File: src/design/video_defines.svh
// Widths, latencies and BT.601 full-range coefficients for the video output path
// Include wherever a width, latency or coefficient is needed
`ifndef VIDEO_DEFINES_SVH
`define VIDEO_DEFINES_SVH

// Pixel component and transmitter word widths
`define VIDEO_COLOR_DEPTH 8
`define VIDEO_TXD_WIDTH 16

// Register stages in each block
`define CSC_LATENCY 5
`define PACK_LATENCY 1

// Luma weights in 1/256 units, all added
`define CSC_Y_R 8'd77
`define CSC_Y_G 8'd150
`define CSC_Y_B 8'd29

// Blue difference, R and G terms subtracted
`define CSC_CB_R 8'd43
`define CSC_CB_G 8'd85
`define CSC_CB_B 8'd128

// Red difference, G and B terms subtracted
`define CSC_CR_R 8'd128
`define CSC_CR_G 8'd107
`define CSC_CR_B 8'd21

// Mid-scale offset for both chroma results
`define CSC_CHROMA_OFFSET 128

`endif

File: src/design/video_pkg.sv
// Pixel and sync types shared by the video output path
// Import into module bodies, or use scoped names in port lists
`include "video_defines.svh"

package video_pkg;

  ////////////////////
  // Pixel formats
  ////////////////////

  // One RGB pixel as delivered by the timing source
  typedef struct packed {
    logic [`VIDEO_COLOR_DEPTH-1:0] r;
    logic [`VIDEO_COLOR_DEPTH-1:0] g;
    logic [`VIDEO_COLOR_DEPTH-1:0] b;
  } rgb_pixel_t;

  // Full-range 4:4:4 result of the converter
  typedef struct packed {
    logic [`VIDEO_COLOR_DEPTH-1:0] y;
    logic [`VIDEO_COLOR_DEPTH-1:0] cb;
    logic [`VIDEO_COLOR_DEPTH-1:0] cr;
  } ycbcr_pixel_t;

  ////////////////////
  // Sync levels
  ////////////////////

  // Polarity is passed through untouched
  typedef struct packed {
    logic vsync;
    logic hsync;
  } video_sync_t;

endpackage

File: src/design/video_delay_line.sv
// Fixed-depth shift register for any packed payload type
// Used for the sync levels at the top and for data enable inside the converter
module video_delay_line #(
  parameter int  DEPTH     = 1,
  parameter type payload_t = logic
) (
  input  logic     video_clk_148,
  input  logic     video_reset_148,
  input  payload_t i_data,
  output payload_t o_data
);

  payload_t stage_q [DEPTH];

  ////////////////////
  // Shift chain
  ////////////////////

  always_ff @(posedge video_clk_148)
  begin
    if (video_reset_148)
    begin
      for (int i = 0; i < DEPTH; i++)
      begin
        stage_q[i] <= '0;
      end
    end
    else
    begin
      stage_q[0] <= i_data;
      // Each stage takes the one before it
      for (int i = 1; i < DEPTH; i++)
      begin
        stage_q[i] <= stage_q[i-1];
      end
    end
  end

  assign o_data = stage_q[DEPTH-1];

endmodule

File: src/design/rgb_to_ycbcr.sv
// Five-stage pipelined RGB to full-range YCbCr converter
// Accepts one pixel per clock; o_de follows i_de with the same latency as the data
`include "video_defines.svh"

module rgb_to_ycbcr (
  input  logic                    video_clk_148,
  input  logic                    video_reset_148,
  input  video_pkg::rgb_pixel_t   i_rgb,
  input  logic                    i_de,
  output video_pkg::ycbcr_pixel_t o_ycbcr,
  output logic                    o_de
);
  import video_pkg::*;

  localparam int DW        = `VIDEO_COLOR_DEPTH;
  localparam int COEF_W    = 8;
  localparam int FRAC_BITS = 8;
  localparam int PROD_W    = DW + COEF_W;
  localparam int SUM_W     = PROD_W + 2;
  localparam logic signed [SUM_W-1:0] CHROMA_OFS = SUM_W'(`CSC_CHROMA_OFFSET);
  localparam logic signed [SUM_W-1:0] PIX_MAX    = SUM_W'((1 << DW) - 1);

  rgb_pixel_t              rgb_q;
  logic [PROD_W-1:0]       y_prod_q [3];
  logic [PROD_W-1:0]       cb_prod_q [3];
  logic [PROD_W-1:0]       cr_prod_q [3];
  logic signed [SUM_W-1:0] y_sum_q;
  logic signed [SUM_W-1:0] cb_sum_q;
  logic signed [SUM_W-1:0] cr_sum_q;
  logic signed [SUM_W-1:0] y_ofs_q;
  logic signed [SUM_W-1:0] cb_ofs_q;
  logic signed [SUM_W-1:0] cr_ofs_q;

  function automatic logic [PROD_W-1:0] mul(input logic [DW-1:0] pix,
                                            input logic [COEF_W-1:0] coef);
    return PROD_W'(pix) * PROD_W'(coef);
  endfunction

  // Products are unsigned, widen before signed arithmetic
  function automatic logic signed [SUM_W-1:0] ext(input logic [PROD_W-1:0] p);
    return $signed(SUM_W'(p));
  endfunction

  function automatic logic [DW-1:0] clamp(input logic signed [SUM_W-1:0] v);
    if (v[SUM_W-1])
      return '0;
    else if (v > PIX_MAX)
      return '1;
    else
      return v[DW-1:0];
  endfunction

  ////////////////////
  // Stages 1 and 2
  ////////////////////

  always_ff @(posedge video_clk_148)
  begin
    if (video_reset_148)
    begin
      rgb_q     <= '0;
      y_prod_q  <= '{default: '0};
      cb_prod_q <= '{default: '0};
      cr_prod_q <= '{default: '0};
    end
    else
    begin
      rgb_q        <= i_rgb;
      y_prod_q[0]  <= mul(rgb_q.r, `CSC_Y_R);
      y_prod_q[1]  <= mul(rgb_q.g, `CSC_Y_G);
      y_prod_q[2]  <= mul(rgb_q.b, `CSC_Y_B);
      cb_prod_q[0] <= mul(rgb_q.r, `CSC_CB_R);
      cb_prod_q[1] <= mul(rgb_q.g, `CSC_CB_G);
      cb_prod_q[2] <= mul(rgb_q.b, `CSC_CB_B);
      cr_prod_q[0] <= mul(rgb_q.r, `CSC_CR_R);
      cr_prod_q[1] <= mul(rgb_q.g, `CSC_CR_G);
      cr_prod_q[2] <= mul(rgb_q.b, `CSC_CR_B);
    end
  end

  ////////////////////
  // Stages 3 to 5
  ////////////////////

  always_ff @(posedge video_clk_148)
  begin
    if (video_reset_148)
    begin
      y_sum_q  <= '0;
      cb_sum_q <= '0;
      cr_sum_q <= '0;
      y_ofs_q  <= '0;
      cb_ofs_q <= '0;
      cr_ofs_q <= '0;
      o_ycbcr  <= '0;
    end
    else
    begin
      y_sum_q    <= ext(y_prod_q[0]) + ext(y_prod_q[1]) + ext(y_prod_q[2]);
      cb_sum_q   <= ext(cb_prod_q[2]) - ext(cb_prod_q[0]) - ext(cb_prod_q[1]);
      cr_sum_q   <= ext(cr_prod_q[0]) - ext(cr_prod_q[1]) - ext(cr_prod_q[2]);
      // Arithmetic shift keeps negative chroma sums negative
      y_ofs_q    <= y_sum_q >>> FRAC_BITS;
      cb_ofs_q   <= (cb_sum_q >>> FRAC_BITS) + CHROMA_OFS;
      cr_ofs_q   <= (cr_sum_q >>> FRAC_BITS) + CHROMA_OFS;
      o_ycbcr.y  <= clamp(y_ofs_q);
      o_ycbcr.cb <= clamp(cb_ofs_q);
      o_ycbcr.cr <= clamp(cr_ofs_q);
    end
  end

  // Data enable rides beside the arithmetic
  video_delay_line #(
    .DEPTH     (`CSC_LATENCY),
    .payload_t (logic)
  ) de_delay_i (
    .video_clk_148   (video_clk_148),
    .video_reset_148 (video_reset_148),
    .i_data          (i_de),
    .o_data          (o_de)
  );

endmodule

File: src/design/ycbcr_422_packer.sv
// Packs 4:4:4 YCbCr into 16-bit 4:2:2 words for the HDMI transmitter
// Chroma alternates Cb then Cr within each active run; one register stage
`include "video_defines.svh"

module ycbcr_422_packer (
  input  logic                          video_clk_148,
  input  logic                          video_reset_148,
  input  video_pkg::ycbcr_pixel_t       i_ycbcr,
  input  logic                          i_de,
  output logic [`VIDEO_TXD_WIDTH-1:0]   o_txd,
  output logic                          o_de
);

  localparam int DW = `VIDEO_COLOR_DEPTH;

  // Low on even pixels of a run, high on odd
  logic          phase_q;
  logic [DW-1:0] chroma;

  assign chroma = phase_q ? i_ycbcr.cr : i_ycbcr.cb;

  ////////////////////
  // Output register
  ////////////////////

  always_ff @(posedge video_clk_148)
  begin
    if (video_reset_148)
    begin
      phase_q <= 1'b0;
      o_txd   <= '0;
      o_de    <= 1'b0;
    end
    else
    begin
      o_de <= i_de;
      if (i_de)
      begin
        phase_q <= ~phase_q;
        // Chroma in the upper byte, luma in the lower byte
        o_txd   <= {chroma, i_ycbcr.y};
      end
      else
      begin
        // Blanking restarts the pairing at Cb
        phase_q <= 1'b0;
        o_txd   <= '0;
      end
    end
  end

endmodule

File: src/design/hdmi_ycbcr_top.sv
// Video output path: RGB in, 16-bit YCbCr 4:2:2 out for the HDMI transmitter
// Data, data enable and sync all leave six clocks after they enter
`include "video_defines.svh"

module hdmi_ycbcr_top (
  input  logic                        video_clk_148,
  input  logic                        video_reset_148,
  input  video_pkg::rgb_pixel_t       i_rgb,
  input  logic                        i_de,
  input  video_pkg::video_sync_t      i_sync,
  output logic [`VIDEO_TXD_WIDTH-1:0] o_txd,
  output logic                        o_de,
  output video_pkg::video_sync_t      o_sync
);

  video_pkg::ycbcr_pixel_t csc_ycbcr;
  logic                    csc_de;

  ////////////////////
  // Color conversion
  ////////////////////

  rgb_to_ycbcr rgb_to_ycbcr_i (
    .video_clk_148   (video_clk_148),
    .video_reset_148 (video_reset_148),
    .i_rgb           (i_rgb),
    .i_de            (i_de),
    .o_ycbcr         (csc_ycbcr),
    .o_de            (csc_de)
  );

  ycbcr_422_packer ycbcr_422_packer_i (
    .video_clk_148   (video_clk_148),
    .video_reset_148 (video_reset_148),
    .i_ycbcr         (csc_ycbcr),
    .i_de            (csc_de),
    .o_txd           (o_txd),
    .o_de            (o_de)
  );

  ////////////////////
  // Sync alignment
  ////////////////////

  // Matches converter plus packer latency
  video_delay_line #(
    .DEPTH     (`CSC_LATENCY + `PACK_LATENCY),
    .payload_t (video_pkg::video_sync_t)
  ) sync_delay_i (
    .video_clk_148   (video_clk_148),
    .video_reset_148 (video_reset_148),
    .i_data          (i_sync),
    .o_data          (o_sync)
  );

endmodule

File: config.mk
export PLATFORM = sky130hd
export DESIGN_NAME = hdmi_ycbcr_top
export DESIGN_NICKNAME = d
export VERILOG_FILES = /design/src/design/video_pkg.sv /design/src/design/video_delay_line.sv /design/src/design/rgb_to_ycbcr.sv /design/src/design/ycbcr_422_packer.sv /design/src/design/hdmi_ycbcr_top.sv
export VERILOG_INCLUDE_DIRS = /design/src /design/src/design
export SDC_FILE = /design/constraint.sdc
export NUM_CORES = 1
export LEC_CHECK = 0
export ABC_AREA = 1
export ABC_CLOCK_PERIOD_IN_PS = 6510
export BUFFER_PORTS_ARGS = -buffer_cell sky130_fd_sc_hd__buf_4
export CAP_MARGIN = 10
export CORE_MARGIN = 1
export CORE_UTILIZATION = 26
export CTS_CLUSTER_SIZE = 24
export DETAILED_ROUTE_END_ITERATION = 16
export PLACE_DENSITY_LB_ADDON = 0.25
export RECOVER_POWER = 50
export SYNTH_ARGS = -nofsm -noshare
export SYNTH_HDL_FRONTEND = slang
export SYNTH_HIERARCHICAL = 1
export SYNTH_SLANG_ARGS = --single-unit
export TNS_END_PERCENT = 5
File: constraint.sdc
create_clock -name video_clk_148 -period 6.51 [get_ports video_clk_148]
set_clock_uncertainty 0.15 [all_clocks]
set_input_delay 0.651 -clock video_clk_148 [delete_from_list [all_inputs] [get_ports video_clk_148]]
set_output_delay 0.651 -clock video_clk_148 [all_outputs]
set_load 0.01 [all_outputs]
==> results.sh <==
export IMPL_layout_commonest_cell="inv_1"
export IMPL_root_buffer="clkbuf_16"
export IMPL_drtIter0Drc=557
export IMPL_cts_hold_buffers=0
export IMPL_clkPwrFrac_pct=30.6
export IMPL_rsz0062_at_grt="false"
export IMPL_max_slew_margin_pct=-76.26
export IMPL_crit_arrival_ps=4990
export IMPL_crit_top_cell="clkbuf_1"
export IMPL_grt_pass1_wl_um=67600
export IMPL_netlist_area_um2=16400
export IMPL_antenna_cells=0
export IMPL_wl_um=41200
export IMPL_start_util_pct=26.43
export IMPL_startpoint_type="input port"
export IMPL_vias_per_cell=4.253
export IMPL_dieArea_um2=64080
export IMPL_avgSynthCellArea_um2=7.783
export IMPL_criticalPathCategory="input port to flip-flop"
export IMPL_post_cts_setup_buffers=0
export IMPL_drv_slew=184
export IMPL_path_cells="clkbuf_1, clkbuf_1, buf_4, nor2_1"
export IMPL_final_util_pct=30.02
export IMPL_num_vias=12856
export IMPL_synth_top_area_share_pct=29.91
export IMPL_setup_violations=0
export IMPL_cts_tree="done"
export IMPL_switching_power_mw=2.168
export IMPL_port_buffer_count=47
export IMPL_gr_total_overflow=0
export IMPL_hold_violations=0
export IMPL_drive_gt1_share_pct=5.627
export IMPL_cts_made_buffers=31
export IMPL_ctsResizeCount=0
export IMPL_area_growth_pct=13.60
export IMPL_path_clk_slew_ps=70
export IMPL_clock_sinks=245
export IMPL_ios=48
export IMPL_critPathMaxFanout=50
export IMPL_switching_share_pct=38.18
export IMPL_p_int_mw=3.510
export IMPL_p_per_area_nw_per_um2=304.8
export IMPL_min_path_type="input port to flip-flop"
export IMPL_htree_levels=1
export IMPL_leakage_nw=9.430
export IMPL_num_rows=91
export IMPL_critPathCaptureType="flip-flop"
export IMPL_nNetsFinal=2524
export IMPL_ys_top_cells_by_area="dfxtp_1, ha_1, inv_1, fa_1, nand2_1"
export IMPL_core_area_um2=62050
export IMPL_yosys_area_top_type="dfxtp_1"
export IMPL_worstSkewPairLatency_ps=590
export IMPL_firstDrtPassIters=5
export IMPL_critical_path_required_ps=6820
export IMPL_wire_per_inst_um=13.63
export IMPL_clock_path_buffers=3
export IMPL_drc=0
export IMPL_fp_dieH_um=253.1
export IMPL_synth_cell_types=49
export IMPL_power_frac_comb_pct=36.9
export IMPL_synthCells=2107
export IMPL_period_share_pct=71.81
export IMPL_first_global_vias=13061
export IMPL_place_gp_congestion=0.8329
export IMPL_cp_slowest_stage_delay_ps=1840
export IMPL_period_needed_ps=4675
export IMPL_violations="max-capacitance violations, max-slew violations"
export IMPL_die_w_um=253.1
export IMPL_crit_path_top_delay_cell="clkbuf_1"
export IMPL_synth_nets=2470
export IMPL_worstMarginPinSlew_ps=2644
export IMPL_synth_seq_cells=245
export IMPL_antenna_found_initial=0
export IMPL_fill_cells=6681
export IMPL_antenna_left=0
export IMPL_grt_usage_pct=13.24
export IMPL_ir_worst_vdd_v=0.0001987
export IMPL_yosysSeqAreaShare_pct=29.91
export IMPL_status="complete, but fails checks"
export IMPL_timing_fmax_mhz=213.9
export IMPL_seq_power_share_pct=32.5
export IMPL_setup_tns_ps=0
export IMPL_drv_cap=3
export IMPL_grt_max_degree=85
export IMPL_ys_warn_count=6
export IMPL_layout_common_cells="inv_1, nand2_1, ha_1, nor2_1, dfxtp_1"
export IMPL_dpl_hpwl_um=33340
-- logic make-up (layout without fill, tap and decap cells) --
kind of cell / Yosys count / after routing / synth area share [%]
adders and majority gates: 334 / 334 / 28.64
buffers and inverters: 463 / 542 / 10.83
AOI/OAI and AO/OA: 359 / 359 / 11.86
DFF: 245 / 245 / 29.91
xor gates and xnor gates: 28 / 28 / 1.496
and+or+nand+nor: 678 / 678 / 17.26
-- metrics by stage --
stage / area (um^2) / hold WS [ps] / cells / total power [mW] / setup slack (ps)
floorplan: 16400 / 238.3 / 2107 / 3.425 / 2886
global placement: 17680 / 244.3 / 2965 / 3.970 / 2563
detailed placement: 17680 / 243.7 / 2965 / 3.972 / 2550
CTS: 18720 / 73.89 / 3023 / 5.763 / 2518
global route: 18630 / 89.02 / 3023 / 6.181 / 1277
finish: 18630 / 108.4 / 3023 / 5.677 / 1835
-- cells in the mapped netlist, drive strengths merged --
cell type	count
fa	69
a21oi	204
xor2	19
nor4	1
nor2	260
o2111ai	2
nand2	305
or3	1
dfxtp	245
o21bai	13
a31oi	9
a21boi	1
inv	434
clkbuf	19
o211ai	5
a21o	8
a211o	1
nor3b	2
buf	10
nand4	18
a31o	1
o21a	7
o21ai	105
o31ai	1
a221oi	2
nand2b	1
nand3	72
ha	265
xnor2	9
nand3b	3
nor3	11
or2	4
-- final cells by class --
type	count	area, um^2	area share (%)
clock buffer	36	814.5	4.373
clock inverter	22	225.2	1.209
inverter	434	1635	8.779
multi-input combinational	1399	9707	52.11
sequential	245	4905	26.33
tap	837	1047	5.622
timing repair buffer	50	294.0	1.578
-- worst max-delay path, delay by kind of cell --
| kind | cells | cell delay (ps) |
|---|---|---|
| buf+inv | 3 | 4180 |
| simple gates | 1 | 100 |
-- registers in the layout, indices dropped and copies added (netlist names) --
signal                             cells
sync_delay_i/stage_q                  12
rgb_to_ycbcr_i/y_sum_q                 9
ycbcr_422_packer_i/o_de                1
rgb_to_ycbcr_i/cb_ofs_q               11
rgb_to_ycbcr_i/rgb_q                  24
rgb_to_ycbcr_i/y_ofs_q                 9
ycbcr_422_packer_i/phase_q             1
rgb_to_ycbcr_i/cr_sum_q               10
rgb_to_ycbcr_i/o_ycbcr                24
rgb_to_ycbcr_i/cb_prod_q              33
rgb_to_ycbcr_i/cr_prod_q              26
rgb_to_ycbcr_i/de_delay_i/stage_q      5
rgb_to_ycbcr_i/cr_ofs_q               11
rgb_to_ycbcr_i/cb_sum_q               10
rgb_to_ycbcr_i/y_prod_q               43
ycbcr_422_packer_i/o_txd              16
-- layer usage --
metal  wire (um)  vias to the layer above  track usage (%)
met5           0                        -                0
met4        1054                        0            3.654
met1       20130                     5841            17.33
met2       18890                      154            22.68
li1            -                     6814                -
met3        1122                       47            1.727
-- worst paths after layout --
path | cells past startpoint | to | slack (ps) | startpoint
max | 4 | rgb_to_ycbcr_i/y_ofs_q[7] | 1840 | video_reset_148
min | 3 | rgb_to_ycbcr_i/rgb_q[9] | 110 | i_rgb[9]
max reg2reg | 14 | rgb_to_ycbcr_i/cr_prod_q[27] | 2530 | rgb_to_ycbcr_i/rgb_q[14]
min reg2reg | 2 | rgb_to_ycbcr_i/y_ofs_q[8] | 250 | rgb_to_ycbcr_i/y_sum_q[16]
-- power groups by stage --
stage | logic [mW] | clock network [mW] | registers, mW
after CTS | 2.11 | 1.80 | 1.85
final | 2.09 | 1.74 | 1.85
after global placement | 2.08 | 0 | 1.89
after floorplan | 1.60 | 0 | 1.83
after detailed placement | 2.09 | 0 | 1.89
after global routing | 2.44 | 1.87 | 1.88
No activity file was read; power rests on OpenSTA's default activity.
